**src/alu_defines.svh**
```systemverilog
`ifndef ALU_DEFINES_SVH
`define ALU_DEFINES_SVH

// Datapath and bus widths
`define ALU_DATA_W 8
`define ALU_OP_W 3
`define ALU_ADDR_W 4
`define ALU_AXI_DATA_W 32

// Shift-and-add iterations of the multiplier
`define ALU_MUL_STEPS 8

// Register map byte offsets
`define ALU_REG_DATA1 4'h0
`define ALU_REG_DATA2 4'h4
`define ALU_REG_CTRL 4'h8
`define ALU_REG_STATUS 4'hC

// Opcode encoding of the ALU select lines
`define ALU_OP_FWD 3'd0
`define ALU_OP_ADD 3'd1
`define ALU_OP_AND 3'd2
`define ALU_OP_OR 3'd3
`define ALU_OP_MUL 3'd4
`define ALU_OP_SLL 3'd5
`define ALU_OP_SRA 3'd6
`define ALU_OP_ROR 3'd7

// AXI response codes
`define ALU_RESP_OKAY 2'b00
`define ALU_RESP_SLVERR 2'b10

`endif

```
**src/alu_pkg.sv**
```systemverilog
`include "alu_defines.svh"

package alu_pkg;

    // Signed operand and result
    typedef logic signed [`ALU_DATA_W-1:0] operandT;

    // Operation select
    typedef logic [`ALU_OP_W-1:0] opcodeT;

    // Low address bits seen by the register decoder
    typedef logic [`ALU_ADDR_W-1:0] regAddrT;

    // AXI bresp / rresp
    typedef logic [1:0] axiRespT;

    // Bus-side control FSM
    // EXEC is a write response with an operation just launched
    typedef enum logic [1:0] {
        IDLE,
        WRESP,
        RDATA,
        EXEC
    } ctrlStateT;

endpackage

```
**src/aluOpIf.sv**
```systemverilog
`timescale 1ns/1ps

interface aluOpIf;

    // Request side
    logic start;
    alu_pkg::opcodeT opcode;

    // Completion side
    logic done;
    alu_pkg::operandT result;
    logic zero;

    // Control launches and watches for completion
    modport ctrl (output start, output opcode, input done);

    // Execution unit
    modport exec (input start, input opcode, output done, output result, output zero);

    // Register file only snoops the completion
    modport mon (input done, input result, input zero);

endinterface

```
**src/aluControl.sv**
```systemverilog
`timescale 1ns/1ps
`include "alu_defines.svh"

module aluControl (
    input  logic                         clk,
    input  logic                         arstN,
    // Write address and data
    input  logic                         awvalid,
    output logic                         awready,
    input  alu_pkg::regAddrT             awaddr,
    input  logic                         wvalid,
    output logic                         wready,
    input  logic [`ALU_AXI_DATA_W-1:0]   wdata,
    // Write response
    output logic                         bvalid,
    input  logic                         bready,
    output alu_pkg::axiRespT             bresp,
    // Read address and data
    input  logic                         arvalid,
    output logic                         arready,
    input  alu_pkg::regAddrT             araddr,
    output logic                         rvalid,
    input  logic                         rready,
    output logic [`ALU_AXI_DATA_W-1:0]   rdata,
    output alu_pkg::axiRespT             rresp,
    // Execution request
    aluOpIf.ctrl                         op,
    // Register file side
    output logic                         wrData1,
    output logic                         wrData2,
    output alu_pkg::operandT             wrValue,
    output logic                         busy,
    input  logic [`ALU_AXI_DATA_W-1:0]   statusWord
);

    alu_pkg::ctrlStateT state;
    logic writeHs;
    logic ctrlOk;
    alu_pkg::axiRespT writeResp;
    alu_pkg::axiRespT readResp;
    logic [`ALU_AXI_DATA_W-1:0] readData;

    // Address and data taken together, only from IDLE
    assign writeHs = (state == alu_pkg::IDLE) && awvalid && wvalid;
    assign awready = writeHs;
    assign wready = writeHs;

    // Reads wait while any write channel is pending
    assign arready = (state == alu_pkg::IDLE) && arvalid && !awvalid && !wvalid;

    assign bvalid = (state == alu_pkg::WRESP) || (state == alu_pkg::EXEC);
    assign rvalid = (state == alu_pkg::RDATA);

    // Operand writes land on the handshake edge
    assign wrData1 = writeHs && (awaddr == `ALU_REG_DATA1);
    assign wrData2 = writeHs && (awaddr == `ALU_REG_DATA2);
    assign wrValue = wdata[`ALU_DATA_W-1:0];

    // Launch only when the unit is free
    assign ctrlOk = writeHs && (awaddr == `ALU_REG_CTRL) && !busy;

    // Write response decode
    always_comb begin
        case (awaddr)
            `ALU_REG_DATA1, `ALU_REG_DATA2: writeResp = `ALU_RESP_OKAY;
            `ALU_REG_CTRL: writeResp = busy ? `ALU_RESP_SLVERR : `ALU_RESP_OKAY;
            // Status is read-only, rest unmapped
            default: writeResp = `ALU_RESP_SLVERR;
        endcase
    end

    // Read decode
    always_comb begin
        readData = '0;
        readResp = `ALU_RESP_OKAY;
        case (araddr)
            `ALU_REG_STATUS: readData = statusWord;
            // Operand and control registers read back as zero
            `ALU_REG_DATA1, `ALU_REG_DATA2, `ALU_REG_CTRL: readData = '0;
            default: readResp = `ALU_RESP_SLVERR;
        endcase
    end

    // One transaction at a time
    always_ff @(posedge clk or negedge arstN) begin
        if (!arstN) begin
            state <= alu_pkg::IDLE;
            bresp <= `ALU_RESP_OKAY;
            rresp <= `ALU_RESP_OKAY;
            rdata <= '0;
        end else begin
            case (state)
                alu_pkg::IDLE: begin
                    if (writeHs) begin
                        state <= ctrlOk ? alu_pkg::EXEC : alu_pkg::WRESP;
                        bresp <= writeResp;
                    end else if (arready) begin
                        state <= alu_pkg::RDATA;
                        rdata <= readData;
                        rresp <= readResp;
                    end
                end
                // Operation runs on its own, only the response is awaited
                alu_pkg::WRESP, alu_pkg::EXEC: begin
                    if (bready) begin
                        state <= alu_pkg::IDLE;
                    end
                end
                alu_pkg::RDATA: begin
                    if (rready) begin
                        state <= alu_pkg::IDLE;
                    end
                end
                default: state <= alu_pkg::IDLE;
            endcase
        end
    end

    // Start pulse and busy, independent of bus stalls
    always_ff @(posedge clk or negedge arstN) begin
        if (!arstN) begin
            op.start <= 1'b0;
            op.opcode <= '0;
            busy <= 1'b0;
        end else begin
            op.start <= ctrlOk;
            if (ctrlOk) begin
                op.opcode <= wdata[`ALU_OP_W-1:0];
            end
            // Done can never coincide with a launch
            if (op.done) begin
                busy <= 1'b0;
            end else if (ctrlOk) begin
                busy <= 1'b1;
            end
        end
    end

endmodule

```
**src/aluCoprocessor.sv**
```systemverilog
`timescale 1ns/1ps
`include "alu_defines.svh"

module aluCoprocessor (
    input  logic                         clk,
    input  logic                         arstN,
    input  logic                         awvalid,
    output logic                         awready,
    input  alu_pkg::regAddrT             awaddr,
    input  logic                         wvalid,
    output logic                         wready,
    input  logic [`ALU_AXI_DATA_W-1:0]   wdata,
    output logic                         bvalid,
    input  logic                         bready,
    output alu_pkg::axiRespT             bresp,
    input  logic                         arvalid,
    output logic                         arready,
    input  alu_pkg::regAddrT             araddr,
    output logic                         rvalid,
    input  logic                         rready,
    output logic [`ALU_AXI_DATA_W-1:0]   rdata,
    output alu_pkg::axiRespT             rresp
);

    // Control to register file
    logic wrData1;
    logic wrData2;
    alu_pkg::operandT wrValue;
    logic busy;
    logic [`ALU_AXI_DATA_W-1:0] statusWord;

    // Register file to execution
    alu_pkg::operandT data1;
    alu_pkg::operandT data2;

    aluOpIf opBus ();

    aluControl control (
        .clk        (clk),
        .arstN      (arstN),
        .awvalid    (awvalid),
        .awready    (awready),
        .awaddr     (awaddr),
        .wvalid     (wvalid),
        .wready     (wready),
        .wdata      (wdata),
        .bvalid     (bvalid),
        .bready     (bready),
        .bresp      (bresp),
        .arvalid    (arvalid),
        .arready    (arready),
        .araddr     (araddr),
        .rvalid     (rvalid),
        .rready     (rready),
        .rdata      (rdata),
        .rresp      (rresp),
        .op         (opBus.ctrl),
        .wrData1    (wrData1),
        .wrData2    (wrData2),
        .wrValue    (wrValue),
        .busy       (busy),
        .statusWord (statusWord)
    );

    operandRegs regs (
        .clk        (clk),
        .arstN      (arstN),
        .wrData1    (wrData1),
        .wrData2    (wrData2),
        .wrValue    (wrValue),
        .busy       (busy),
        .op         (opBus.mon),
        .data1      (data1),
        .data2      (data2),
        .statusWord (statusWord)
    );

    aluCore core (
        .clk   (clk),
        .arstN (arstN),
        .data1 (data1),
        .data2 (data2),
        .op    (opBus.exec)
    );

endmodule

```
**src/aluCore.sv**
```systemverilog
`timescale 1ns/1ps
`include "alu_defines.svh"

module aluCore (
    input  logic             clk,
    input  logic             arstN,
    input  alu_pkg::operandT data1,
    input  alu_pkg::operandT data2,
    aluOpIf.exec             op
);

    alu_pkg::operandT shifted;
    alu_pkg::operandT mulProduct;
    logic mulFinish;
    alu_pkg::operandT immResult;
    alu_pkg::operandT resultQ;
    alu_pkg::operandT selResult;
    alu_pkg::opcodeT opLatched;
    logic doneQ;

    // Shift amount is the low bits of operand B
    shiftUnit shifter (
        .value   (data1),
        .amount  (data2[$clog2(`ALU_DATA_W)-1:0]),
        .opcode  (op.opcode),
        .shifted (shifted)
    );

    seqMultiplier multiplier (
        .clk          (clk),
        .arstN        (arstN),
        .go           (op.start && (op.opcode == `ALU_OP_MUL)),
        .multiplicand (data1),
        .multiplier   (data2),
        .product      (mulProduct),
        .finish       (mulFinish)
    );

    // Single-cycle operations
    always_comb begin
        case (op.opcode)
            `ALU_OP_FWD: immResult = data2;
            `ALU_OP_ADD: immResult = data1 + data2;
            `ALU_OP_AND: immResult = data1 & data2;
            `ALU_OP_OR: immResult = data1 | data2;
            `ALU_OP_SLL, `ALU_OP_SRA, `ALU_OP_ROR: immResult = shifted;
            // Multiply result comes from the sequencer
            default: immResult = '0;
        endcase
    end

    always_ff @(posedge clk or negedge arstN) begin
        if (!arstN) begin
            opLatched <= `ALU_OP_FWD;
            resultQ <= '0;
            doneQ <= 1'b0;
        end else begin
            if (op.start) begin
                opLatched <= op.opcode;
                resultQ <= immResult;
            end
            // Done one cycle after start except for multiply
            doneQ <= op.start && (op.opcode != `ALU_OP_MUL);
        end
    end

    assign selResult = (opLatched == `ALU_OP_MUL) ? mulProduct : resultQ;
    assign op.result = selResult;
    assign op.zero = (selResult == '0);
    assign op.done = doneQ || mulFinish;

endmodule

```
**src/operandRegs.sv**
```systemverilog
`timescale 1ns/1ps
`include "alu_defines.svh"

module operandRegs (
    input  logic                         clk,
    input  logic                         arstN,
    input  logic                         wrData1,
    input  logic                         wrData2,
    input  alu_pkg::operandT             wrValue,
    input  logic                         busy,
    aluOpIf.mon                          op,
    output alu_pkg::operandT             data1,
    output alu_pkg::operandT             data2,
    output logic [`ALU_AXI_DATA_W-1:0]   statusWord
);

    alu_pkg::operandT resultQ;
    logic zeroQ;

    always_ff @(posedge clk or negedge arstN) begin
        if (!arstN) begin
            data1 <= '0;
            data2 <= '0;
            resultQ <= '0;
            // Zero result after reset
            zeroQ <= 1'b1;
        end else begin
            if (wrData1) begin
                data1 <= wrValue;
            end
            if (wrData2) begin
                data2 <= wrValue;
            end
            // Captured whatever the bus is doing
            if (op.done) begin
                resultQ <= op.result;
                zeroQ <= op.zero;
            end
        end
    end

    // Busy in bit 9, zero in bit 8, result below
    assign statusWord = {{(`ALU_AXI_DATA_W - `ALU_DATA_W - 2){1'b0}}, busy, zeroQ, resultQ};

endmodule

```
**src/seqMultiplier.sv**
```systemverilog
`timescale 1ns/1ps
`include "alu_defines.svh"

module seqMultiplier (
    input  logic             clk,
    input  logic             arstN,
    input  logic             go,
    input  alu_pkg::operandT multiplicand,
    input  alu_pkg::operandT multiplier,
    output alu_pkg::operandT product,
    output logic             finish
);

    logic [$clog2(`ALU_MUL_STEPS+1)-1:0] stepCnt;
    logic [`ALU_DATA_W-1:0] mcandQ;
    logic [`ALU_DATA_W-1:0] mplierQ;
    logic [`ALU_DATA_W-1:0] acc;

    // Step counter and finish pulse
    always_ff @(posedge clk or negedge arstN) begin
        if (!arstN) begin
            stepCnt <= '0;
            finish <= 1'b0;
        end else begin
            finish <= 1'b0;
            if (go) begin
                stepCnt <= `ALU_MUL_STEPS;
            end else if (stepCnt != '0) begin
                stepCnt <= stepCnt - 1'b1;
                // Last step, product valid next cycle
                if (stepCnt == 1) begin
                    finish <= 1'b1;
                end
            end
        end
    end

    // Shift-and-add datapath
    // Only the low byte is kept, same for signed and unsigned
    always_ff @(posedge clk) begin
        if (go) begin
            acc <= '0;
            mcandQ <= multiplicand;
            mplierQ <= multiplier;
        end else if (stepCnt != '0) begin
            if (mplierQ[0]) begin
                acc <= acc + mcandQ;
            end
            mcandQ <= mcandQ << 1;
            mplierQ <= mplierQ >> 1;
        end
    end

    assign product = acc;

endmodule

```
**src/shiftUnit.sv**
```systemverilog
`timescale 1ns/1ps
`include "alu_defines.svh"

module shiftUnit (
    input  alu_pkg::operandT                   value,
    input  logic [$clog2(`ALU_DATA_W)-1:0]     amount,
    input  alu_pkg::opcodeT                    opcode,
    output alu_pkg::operandT                   shifted
);

    logic [2*`ALU_DATA_W-1:0] doubled;
    logic [2*`ALU_DATA_W-1:0] rotated;

    // Rotate via a doubled copy, low half wraps around
    assign doubled = {value, value};
    assign rotated = doubled >> amount;

    always_comb begin
        case (opcode)
            // Zeros shifted in from the right
            `ALU_OP_SLL: shifted = value << amount;
            // Signed operand so the sign bit fills in
            `ALU_OP_SRA: shifted = value >>> amount;
            `ALU_OP_ROR: shifted = rotated[`ALU_DATA_W-1:0];
            default: shifted = value;
        endcase
    end

endmodule

```
**config.mk**
```make
export PLATFORM = sky130hd
export DESIGN_NAME = aluCoprocessor
export DESIGN_NICKNAME = d
export VERILOG_FILES = /design/src/alu_pkg.sv /design/src/aluOpIf.sv /design/src/aluControl.sv /design/src/aluCoprocessor.sv /design/src/aluCore.sv /design/src/operandRegs.sv /design/src/seqMultiplier.sv /design/src/shiftUnit.sv
export VERILOG_INCLUDE_DIRS = /design/src
export SDC_FILE = /design/constraint.sdc
export NUM_CORES = 1
export LEC_CHECK = 0
export ABC_AREA = 1
export BUFFER_PORTS_ARGS = -buffer_cell sky130_fd_sc_hd__buf_2
export CAP_MARGIN = 20
export CORE_MARGIN = 1.5
export CORE_UTILIZATION = 45
export DETAILED_ROUTE_END_ITERATION = 8
export PLACE_DENSITY_LB_ADDON = 0.25
export REMOVE_ABC_BUFFERS = 1
export SLEW_MARGIN = 20
export SYNTH_ARGS = -nofsm -noshare
export SYNTH_HDL_FRONTEND = slang
export SYNTH_SLANG_ARGS = --single-unit
```
**constraint.sdc**
```tcl
create_clock -name clk -period 2.16 [get_ports clk]
set_input_delay 0.324 -clock clk [delete_from_list [all_inputs] [get_ports clk]]
set_output_delay 0.324 -clock clk [all_outputs]
set_load 0.005 [all_outputs]
```
==> out/qor.txt, run 1 <==
Critical path origin: regs.data2[0]$_DFFE_PN0P_
Final Hold Fails: 0
Setup crit end kind: flip-flop
Initial core utilization: 46.65%
Tmin final: 1.983 ns
Internal cell power: 4.544 mW
Hold Buf Count CTS: 1
Most frequent cells after synthesis: nand2_1 (194), inv_1 (99), o21ai_0 (77)
Worst Path Max Fanout: 4
Pin count of the biggest net entering global routing: 33
Post-Route WL: 13.22 mm
Synth Instances: 722
DR DRC count: 5
FP Rows: 39
Total Routing Usage GR: 22.17%
IO buf count: 39
GPL Wtd Cong: 0.9093
Min-delay worst type: in -> reg
CTS root buf: clkbuf_16
Die W: 112.5 um
Synth warn: 0
Crit path kind: reg -> reg
Unrepaired setup endpoints after global routing: false
Syn avg cell area: 7.473 um2
Router iterations before antenna repair: 8
Leak Pwr: 3.147 nW
R2r setup slk: 0.18 ns
Clk_lat worst skew: 0.35 ns
WL/cell: 14.47 um
Remaining Overflow, GRT: 0
NetSw: 3.274 mW
Power share of the clock group: 21.8%
Vias in the first global route: 4417
N_diodes: 0
Post-DP HPWL: 10.21 mm
Initial antenna violation count: 0
Sink Count: 85
Setup Fix Bufs, Post-CTS: 0
Area Overhead vs Synth: 11.36%
Part of the power in registers: 34.5%
First-pass GRT wire length: 21.85 mm
Mapped Area: 5395 um2
Crit path to: core.resultQ[6]$_DFFE_PN0P_
Switching Fraction: 41.87%
# resized after CTS: 0
EDFF count, synth: 16
Period utilization: 91.81%
Die ar.: 12660 um2
Clock skew: 0.008525 ns
Layout Nets: 841
Yosys cell types: 41
Slew Viols, Final: 0
Startpoint Class: flip-flop
Relative slew margins: 47.12%
Antenna Nets Post-Route: 0
Yosys top cell by area: dfrtp_1
Setup TNS: 0 ns
RR Startpoint: regs.data2[0]$_DFFE_PN0P_
H-Tree Level Count: 3
Starting DRT DRC Count: 258
Synth top area share: 27.83%
Die height: 112.5 um
Sequential-to-total area share from yosys stat: 40.19%
Fmax: 0.5043 GHz
Worst endpoint data arrival time: 2.22 ns
FF+latch count, synth: 85
Main synth FF type: dfrtp_1
Failing checks: design-rule violations
Reg2reg path depth: 11
Fraction of layout cells with a size suffix above 1: 11.93%
Synth area leaders: dfrtp_1 (28%), nand2_1 (13%), edfxtp_1 (8.9%), o21ai_0 (7.1%), inv_1 (6.9%)
Maximum root-to-sink buffer count: 2
Tot Pwr: 7.818 mW
Ys async rst share: 71.76%
CTS tree: done
Maximum VDD drop: 0.4894 mV
Core box area: 11560 um2
Combinational fraction of design power: 43.7%
R2R Path End: core.resultQ[6]$_DFFE_PN0P_
Worst EP required: 2.40 ns
Outcome: complete, but fails checks
Power Dens Cells: 1301 nW/um2
Final Setup Violations: 0
Measured slew at the worst slew-check pin: 0.7923 ns
Cts bufs inserted: 9
I/O pins: 88
Most frequent cell after synthesis: nand2_1
Max-Cap Viols: 0
Vias per inst: 5.077
Vias: 4640
CTS clock-pin slew for the worst setup and hold paths: 0.06 ns
-- registers in the layout, indices dropped and copies added, names as in the netlist --
name,cells
core.multiplier.finish,1
core.multiplier.mplierQ,8
core.resultQ,8
core.multiplier.mcandQ,8
core.multiplier.product,8
regs.data2,8
control.state,2
regs.resultQ,8
core.multiplier.stepCnt,4
core.opLatched,3
control.bresp,1
control.rdata,10
control.rresp,1
core.doneQ,1
control.op.opcode,3
regs.data1,8
regs.zeroQ,1
control.busy,1
control.op.start,1
-- logic make-up (layout without fill, tap and decap cells) --
family | count (synthesis) | after routing | share of synthesized area, %
buf+inv | 151 | 177 | 13.06
fa+ha+maj | 28 | 28 | 6.772
other cells | 1 | 24 | 0.06951
simple gates | 337 | 337 | 27.85
xor+xnor | 6 | 6 | 0.9740
flops | 85 | 85 | 40.19
compound gates | 114 | 114 | 11.09
-- through the flow --
step | hold WS, ns | std cells | setup slack (ns) | util [%] | cell area (um2)
CTS | 0.2172 | 914 | 0.1562 | 51.95 | 6008
global route | 0.2347 | 914 | 0.03783 | 51.95 | 6008
detailed placement | 0.3524 | 897 | 0.1724 | 49.01 | 5668
floorplan | 0.02841 | 699 | 0.2519 | - | 5174
global placement | 0.3439 | 897 | 0.1980 | 49.01 | 5668
finish | 0.2304 | 914 | 0.1770 | 51.95 | 6008
-- worst max-delay path, cell delays in order, from the launching register on --
cell and delay (ns):
dfrtp_1 0.35, ha_1 0.23, inv_1 0.10, fa_1 0.41
inv_1 0.14, nand3_1 0.11, nand3_1 0.08, nand2_1 0.05
nand3_1 0.10, nand4_1 0.12, nand2_1 0.11, nand2_1 0.05
-- routing by layer --
metal | global-route usage [%] | wire, um | vias up | share of wire (%)
met5 | 0 | 0 | - | 0
met4 | 7.342 | 251 | 0 | 1.9
met3 | 4.752 | 457 | 18 | 3.5
met2 | 37.63 | 6330 | 99 | 48
met1 | 28.28 | 6182 | 2155 | 47
li1 | - | - | 2368 | -
-- final cells by class --
type	instances	area, um2
repair buffers	56	325.3
inverters	105	396.6
clock buffers	9	225.2
clock inverters	7	105.1
well taps	143	178.9
flip-flops and latches	85	2168
multi-input cells	509	2609
fillers	1173	5557
-- cell usage in the layout (no fill, tap or decap), types with 2 or more instances in the layout --
master,count
o21ai_1,4
inv_2,5
nand4_4,2
or2_2,2
edfxtp_1,16
xor2_1,4
nor2_1,45
conb_1,24
inv_1,99
a21oi_1,18
fa_1,2
buf_2,39
o21ai_0,77
bufinv_16,2
nor3_4,2
xnor2_1,2
clkbuf_16,9
ha_1,26
nand3_1,69
nand2_2,3
inv_8,2
nor3_1,2
dfrtp_1,60
dfxtp_1,8
nor2_4,2
o22ai_1,9
nand3b_1,3
buf_4,16
nand2_1,194
nand4_1,9
-- how the worst min path moves through the flow --
stage	end	cells past startpoint	slack, ns	startpoint
after CTS	control.op.opcode[2]$_DFFE_PN0P_	3	0.22	wdata[2]
after floorplan	control.bresp[1]$_DFFE_PN0P_	0	0.03	arstN
after global placement	core.multiplier.stepCnt[2]$_DFFE_PN0P_	1	0.34	arstN
after global routing	regs.data1[7]$_DFFE_PN0P_	3	0.23	wdata[7]
final	control.op.opcode[1]$_DFFE_PN0P_	3	0.23	wdata[1]
after detailed placement	core.multiplier.stepCnt[2]$_DFFE_PN0P_	1	0.35	arstN
-- power by group through the flow --
| stage | Clock, mW | Combinational, mW | Sequential (mW) |
|---|---|---|---|
| after global placement | 0 | 3.32 | 2.71 |
| after global routing | 1.81 | 3.94 | 2.76 |
| after floorplan | 0 | 2.46 | 2.61 |
| after detailed placement | 0 | 3.39 | 2.72 |
| after CTS | 1.74 | 3.42 | 2.70 |
| final | 1.70 | 3.42 | 2.70 |
No activity file was read; power rests on OpenSTA's default activity.
==> inputs of run 2 (changes only) <==
Settings changed: CELL_PAD_IN_SITES_DETAIL_PLACEMENT from default to 0, CELL_PAD_IN_SITES_GLOBAL_PLACEMENT from default to 1, CORE_UTILIZATION 45 to 42, REMOVE_ABC_BUFFERS 1 to default.
==> run 2 against run 1 <==
The run now ends clean; total power shrank 2.0%; clock skew shrank 0.0016 ns; global-route usage shrank 0.98 points; register-to-register slack gained 0.07 ns; fmax grew 3.5%; clock-buffer cell count is the same; first-iteration DRC count grew 31%; critical path type unchanged.
==> out/qor.txt, run 2 (same netlist as run 1, synthesis figures left out) <==
Fin cells: 941 (was 914)
Vias in the first global route: 4624 (was 4417)
Place WS: 0.2117 ns (was 0.1724 ns)
Delay-heaviest family, CP: simple AND/OR/NAND/NOR gates (was adder cells)
Fraction of layout cells with a size suffix above 1: 11.83% (was 11.93%)
Antenna Nets Post-Route: 0 (unchanged)
Remaining Overflow, GRT: 0 (unchanged)
Min-delay worst type: in -> reg (unchanged)
Part of the power in registers: 35.0% (was 34.5%)
WHS Path Cells: 3 (unchanged)
Worst hold slack: 0.2132 ns (was 0.2304 ns)
Die W: 116.3 um (was 112.5 um)
Measured slew at the worst slew-check pin: 0.7704 ns (was 0.7923 ns)
Worst EP required: 2.40 ns (about the same)
Setup crit end kind: flip-flop (unchanged)
Worst hold start: wdata[2] (was wdata[1])
Post-Route WL: 13.10 mm (was 13.22 mm)
Combinational fraction of design power: 44.6% (was 43.7%)
Area Overhead vs Synth: 11.53% (was 11.36%)
Maximum root-to-sink buffer count: 2 (unchanged)
Max incr delay on CP: 0.48 ns (was 0.41 ns)
Core box area: 12570 um2 (was 11560 um2)
CP cell instances: inv_1 > ha_1 > nand2_1 > nand2_1 > a21oi_1 > nand2_1 > nor2_1 > nor2_1 > o21ai_0 > nand2_1 (was ha_1 > inv_1 > fa_1 > inv_1 > nand3_1 > nand3_1 > nand2_1 > nand3_1 > nand4_1 > nand2_1 > nand2_1)
Inst Count DP: 924 (was 897)
Final Setup Violations: 0 (unchanged)
CTS root buf: clkbuf_16 (unchanged)
Fmax: 0.5222 GHz (was 0.5043 GHz)
Max-Cap Viols: 0 (unchanged)
Clock skew: 0.006902 ns (was 0.008525 ns)
RR Startpoint: regs.data1[4]$_DFFE_PN0P_ (was regs.data2[0]$_DFFE_PN0P_)
Clk_lat worst skew: 0.35 ns (about the same)
Period utilization: 88.66% (was 91.81%)
Placed instance area: 5702 um2 (was 5668 um2)
Switching Fraction: 43.52% (was 41.87%)
Tot Pwr: 7.665 mW (was 7.818 mW)
Max reg flops: 10 (unchanged)
Layout Nets: 839 (was 841)
H-Tree Level Count: 3 (unchanged)
Vias: 4643 (was 4640)
Internal cell power: 4.329 mW (was 4.544 mW)
Starting DRT DRC Count: 339 (was 258)
Total Routing Usage GR: 21.19% (was 22.17%)
Commonest non-fill, non-tap cell in the layout: nand2_1 (unchanged)
Post-route cell area: 6017 um2 (was 6008 um2)
Crit path buf inv count: 1 (was 2)
Worst Path Max Fanout: 5 (was 4)
Post-DP HPWL: 10.08 mm (was 10.21 mm)
CTS clock-pin slew for the worst setup and hold paths: 0.07 ns (was 0.06 ns)
Commonest non-fill, non-tap cells in the layout: nand2_1 (194), inv_1 (99), o21ai_0 (77) (unchanged)
Final Hold Fails: 0 (unchanged)
Pin count of the biggest net entering global routing: 39 (was 33)
IO buf count: 39 (unchanged)
Sink Count: 85 (unchanged)
Leak Pwr: 3.124 nW (was 3.147 nW)
Reg2reg path depth: 10 (was 11)
WL/cell: 13.92 um (was 14.47 um)
First-pass GRT wire length: 22.03 mm (was 21.85 mm)
Maximum VDD drop: 0.4635 mV (was 0.4894 mV)
Die height: 116.3 um (was 112.5 um)
Slew Viols, Final: 0 (unchanged)
Crit path kind: reg -> reg (unchanged)
I/O pins: 88 (unchanged)
Power share of the clock group: 20.4% (was 21.8%)
Final Worst Setup Slack: 0.2449 ns (was 0.1770 ns)
NetSw: 3.336 mW (was 3.274 mW)
Power Dens Cells: 1274 nW/um2 (was 1301 nW/um2)
Slowest-stage cell, CP: dfrtp_1 (was fa_1)
Outcome: finished, final reports clean (was complete, but fails checks)
Cts bufs inserted: 9 (unchanged)
R2r setup slk: 0.24 ns (was 0.18 ns)
Relative slew margins: 48.58% (was 47.12%)
Post-layout util: 47.87% (was 51.95%)
Hold Path End: control.op.opcode[2]$_DFFE_PN0P_ (was control.op.opcode[1]$_DFFE_PN0P_)
R2R Path End: core.resultQ[7]$_DFFE_PN0P_ (was core.resultQ[6]$_DFFE_PN0P_)
Die ar.: 13540 um2 (was 12660 um2)
Worst endpoint data arrival time: 2.16 ns (was 2.22 ns)
CTS tree: done (unchanged)
N_diodes: 0 (unchanged)
Worst path most repeated cell: nand2_1
GPL Wtd Cong: 0.8912 (was 0.9093)
FP Rows: 41 (was 39)
Biggest register: control.rdata (unchanged)
Router iterations before antenna repair: 4 (was 8)
Startpoint Class: flip-flop (unchanged)
Initial antenna violation count: 0 (unchanged)
Setup TNS: 0 ns (unchanged)
Tmin final: 1.915 ns (was 1.983 ns)
DR DRC count: 0 (was 5)
Initial core utilization: 42.93% (was 46.65%)
Vias per inst: 4.934 (was 5.077)
# fillers: 1272 (was 1173)
Unrepaired setup endpoints after global routing: false (unchanged)
-- run 2: changes by cell type in the layout (fill, tap and decap cells not counted) --
cell | previous run | this run
clkinv_4 | 1 | 2
clkinv_2 | 1 | 0
bufinv_16 | 2 | 0
buf_12 | 0 | 1
clkinv_8 | 0 | 2
dfrtp_1 | 60 | 59
inv_6 | 1 | 2
inv_8 | 2 | 1
buf_4 | 16 | 13
dfrtp_2 | 0 | 1
-- run 2: metal layers --
layer | global-route usage (%) | part of all wire (%) | up-vias
met5 | 0 | 0 | -
met4 | 8.862 | 3.3 | 0
met3 | 4.255 | 3.0 | 34
met2 | 36.67 | 47 | 91
met1 | 25.79 | 46 | 2153
li1 | - | - | 2365
-- run 2: final cells by class --
type / instances / area, um2 / share of cell area (%)
multi-input combinational: 509 / 2609 / 43.36
sequential: 85 / 2170 / 36.06
inverter: 105 / 396.6 / 6.592
timing repair buffer: 54 / 322.8 / 5.365
clock buffer: 9 / 225.2 / 3.743
tap: 172 / 215.2 / 3.577
clock inverter: 7 / 78.83 / 1.310
-- run 2: tightest hold or removal path: cells and delay by family --
| kind | cells | cell delay [ns] |
|---|---|---|
| AND/OR/NAND/NOR | 1 | 0.05 |
| buffers and inverters | 1 | 0.09 |
| AO/OA/AOI/OAI | 1 | 0.06 |
-- run 2: power groups by stage --
stage | registers, mW | clock network, mW | logic [mW]
2_1_floorplan | 2.54 | 0 | 2.66
3_3_place_gp | 2.71 | 0 | 3.35
3_5_place_dp | 2.71 | 0 | 3.40
4_1_cts | 2.69 | 1.60 | 3.42
5_1_grt | 2.76 | 1.68 | 3.96
6_report | 2.69 | 1.56 | 3.42
-- run 2: worst max-delay path by stage --
stage                                    from                          end  cells past startpoint
global route        regs.data1[4]$_DFFE_PN0P_  core.resultQ[7]$_DFFE_PN0P_                     10
CTS                 regs.data1[0]$_DFFE_PN0P_  core.resultQ[6]$_DFFE_PN0P_                     11
floorplan           regs.data2[2]$_DFFE_PN0P_  core.resultQ[7]$_DFFE_PN0P_                     14
global placement    regs.data1[0]$_DFFE_PN0P_  core.resultQ[6]$_DFFE_PN0P_                     11
detailed placement  regs.data1[0]$_DFFE_PN0P_  core.resultQ[6]$_DFFE_PN0P_                     11
finish              regs.data1[4]$_DFFE_PN0P_  core.resultQ[7]$_DFFE_PN0P_                     10
-- run 2: what timing repair did --
item                       4_1_cts  5_1_grt
gates resized for setup          0        1
setup endpoints to repair        0        1
setup buffers                    0        0
hold endpoints to repair        22        0
hold buffers                     1        0
==> inputs of run 3 (changes only) <==
Settings changed: PLACE_DENSITY from default to 0.9, PLACE_DENSITY_LB_ADDON 0.25 to default.
==> run 3 against run 2 <==
Core utilization fell by 0.20 points; final area fell by 0.42%; fmax fell by 3.4%; worst hold slack got worse by 0.011 ns; sequential share of layout area rose by 0.13 points; non-clock buffer count did not move; clock power fell by 3%.
==> out/qor.txt, run 3 (same netlist as run 1, synthesis figures left out) <==
CTS clock-pin slew for the worst setup and hold paths: 0.07 ns (about the same)
Post-DP HPWL: 9.822 mm (was 10.08 mm)
Pin count of the biggest net entering global routing: 32 (was 39)
H-Tree Level Count: 3 (unchanged)
Fraction of layout cells with a size suffix above 1: 11.70% (was 11.83%)
Cts bufs inserted: 9 (unchanged)
IO buf count: 39 (unchanged)
GPL Wtd Cong: 0.9354 (was 0.8912)
Period utilization: 91.76% (was 88.66%)
Commonest non-fill, non-tap cell in the layout: nand2_1 (unchanged)
WL/cell: 13.54 um (was 13.92 um)
Relative slew margins: 65.73% (was 48.58%)
Clk_lat worst skew: 0.35 ns (about the same)
Initial antenna violation count: 0 (unchanged)
Place WS: 0.2324 ns (was 0.2117 ns)
Remaining Overflow, GRT: 0 (unchanged)
Post-route cell area: 5992 um2 (was 6017 um2)
Worst hold slack: 0.2027 ns (was 0.2132 ns)
Crit path to: core.resultQ[6]$_DFFE_PN0P_ (was core.resultQ[7]$_DFFE_PN0P_)
Final Hold Fails: 0 (unchanged)
Die W: 116.3 um (unchanged)
Maximum root-to-sink buffer count: 2 (unchanged)
Maximum VDD drop: 0.4002 mV (was 0.4635 mV)
Initial core utilization: 42.93% (unchanged)
Router iterations before antenna repair: 5 (was 4)
Biggest register: control.rdata (unchanged)
CTS tree: done (unchanged)
N_diodes: 0 (unchanged)
CTS root buf: clkbuf_16 (unchanged)
Leak Pwr: 3.119 nW (was 3.124 nW)
Worst endpoint data arrival time: 2.22 ns (was 2.16 ns)
Clock skew: 0.006550 ns (was 0.006902 ns)
R2R Path End: core.resultQ[6]$_DFFE_PN0P_ (was core.resultQ[7]$_DFFE_PN0P_)
Vias per inst: 4.985 (was 4.934)
Vias: 4691 (was 4643)
Setup TNS: 0 ns (unchanged)
Inst Count DP: 924 (unchanged)
RR Startpoint: regs.data1[0]$_DFFE_PN0P_ (was regs.data1[4]$_DFFE_PN0P_)
Startpoint Class: flip-flop (unchanged)
First-pass GRT wire length: 21.30 mm (was 22.03 mm)
Setup Fix Bufs, Post-CTS: 0 (unchanged)
Total Routing Usage GR: 20.32% (was 21.19%)
Max-Cap Viols: 0 (unchanged)
Met1 usage: 24.95% (was 25.79%)
Commonest non-fill, non-tap cells in the layout: nand2_1 (194), inv_1 (99), o21ai_0 (77) (unchanged)
Die height: 116.3 um (unchanged)
Sink Count: 85 (unchanged)
Die ar.: 13540 um2 (unchanged)
Area Overhead vs Synth: 11.06% (was 11.53%)
Power Dens Cells: 1266 nW/um2 (was 1274 nW/um2)
I/O pins: 88 (unchanged)
Worst hold start: wdata[1] (was wdata[2])
Placed instance area: 5689 um2 (was 5702 um2)
DR DRC count: 0 (unchanged)
Reg2reg path depth: 11 (was 10)
Grt met2 use: 34.51% (was 36.67%)
Worst Path Max Fanout: 6 (was 5)
Outcome: finished, final reports clean (unchanged)
Final Setup Violations: 0 (unchanged)
Measured slew at the worst slew-check pin: 0.5140 ns (was 0.7704 ns)
Unrepaired setup endpoints after global routing: false (unchanged)
Starting DRT DRC Count: 236 (was 339)
Antenna Nets Post-Route: 0 (unchanged)
Most Used Layer, Global Route: met2 (unchanged)
Crit path kind: reg -> reg (unchanged)
Post-Route WL: 12.74 mm (was 13.10 mm)
Min-delay worst type: in -> reg (unchanged)
Fmax: 0.5045 GHz (was 0.5222 GHz)
Max reg flops: 10 (unchanged)
Layout Nets: 839 (unchanged)
Final Worst Setup Slack: 0.1779 ns (was 0.2449 ns)
WHS Path Cells: 3 (unchanged)
Core box area: 12570 um2 (unchanged)
Slew Viols, Final: 0 (unchanged)
Setup crit end kind: flip-flop (unchanged)
FP Rows: 41 (unchanged)
Vias in the first global route: 4521 (was 4624)
Worst EP required: 2.40 ns (about the same)
R2r setup slk: 0.18 ns (was 0.24 ns)
Tmin final: 1.982 ns (was 1.915 ns)
Critical path origin: regs.data1[0]$_DFFE_PN0P_ (was regs.data1[4]$_DFFE_PN0P_)
Tot Pwr: 7.583 mW (was 7.665 mW)
Fin cells: 941 (unchanged)
Met3 usage: 4.567% (was 4.255%)
Post-layout util: 47.68% (was 47.87%)
==> run 3: worst min-delay path by stage <==
| stage | slack, ns | endpoint |
|---|---|---|
| finish | 0.20 | control.op.opcode[1]$_DFFE_PN0P_ |
| global route | 0.23 | control.op.opcode[0]$_DFFE_PN0P_ |
| floorplan | 0.03 | control.bresp[1]$_DFFE_PN0P_ |
| detailed placement | 0.33 | control.rresp[1]$_DFFE_PN0P_ |
| CTS | 0.19 | control.op.opcode[1]$_DFFE_PN0P_ |
| global placement | 0.32 | control.rdata[5]$_DFFE_PN0P_ |
==> run 3: final cells by class <==
type                       count  area (um2)
clock buffer                   9       225.2
sequential                    85        2168
inverter                     105       396.6
multi-input combinational    509        2609
timing repair buffer          54       310.3
fill                        1298        6576
clock inverter                 7       67.56
tap                          172       215.2
==> run 3: timing repair <==
action,CTS,global route
endpoints found under the hold margin,22,0
resized for setup,0,0
hold buffers,1,0
==> run 3: worst max-delay path: stages (launching register included) <==
cell and delay (ns):
dfrtp_1 0.45, ha_1 0.23, inv_1 0.08, fa_1 0.41, inv_1 0.11, nand3_1 0.11, nand3_1 0.09, nand2_1 0.05
nand3_1 0.09, nand4_1 0.11, nand2_1 0.09, nand2_1 0.05
==> run 3: metal layers <==
| layer | vias to the layer above | share of wire, % |
|---|---|---|
| li1 | 2365 | - |
| met1 | 2165 | 44 |
| met2 | 127 | 48 |
| met3 | 34 | 4.9 |
| met4 | 0 | 3.2 |
| met5 | - | 0 |
==> run 3: where the power goes <==
part / internal, mW / switching, mW / total, mW
clock network: 0.809 / 0.699 / 1.51
registers: 2.25 / 0.458 / 2.70
logic: 1.26 / 2.11 / 3.37
total: 4.31 / 3.27 / 7.58
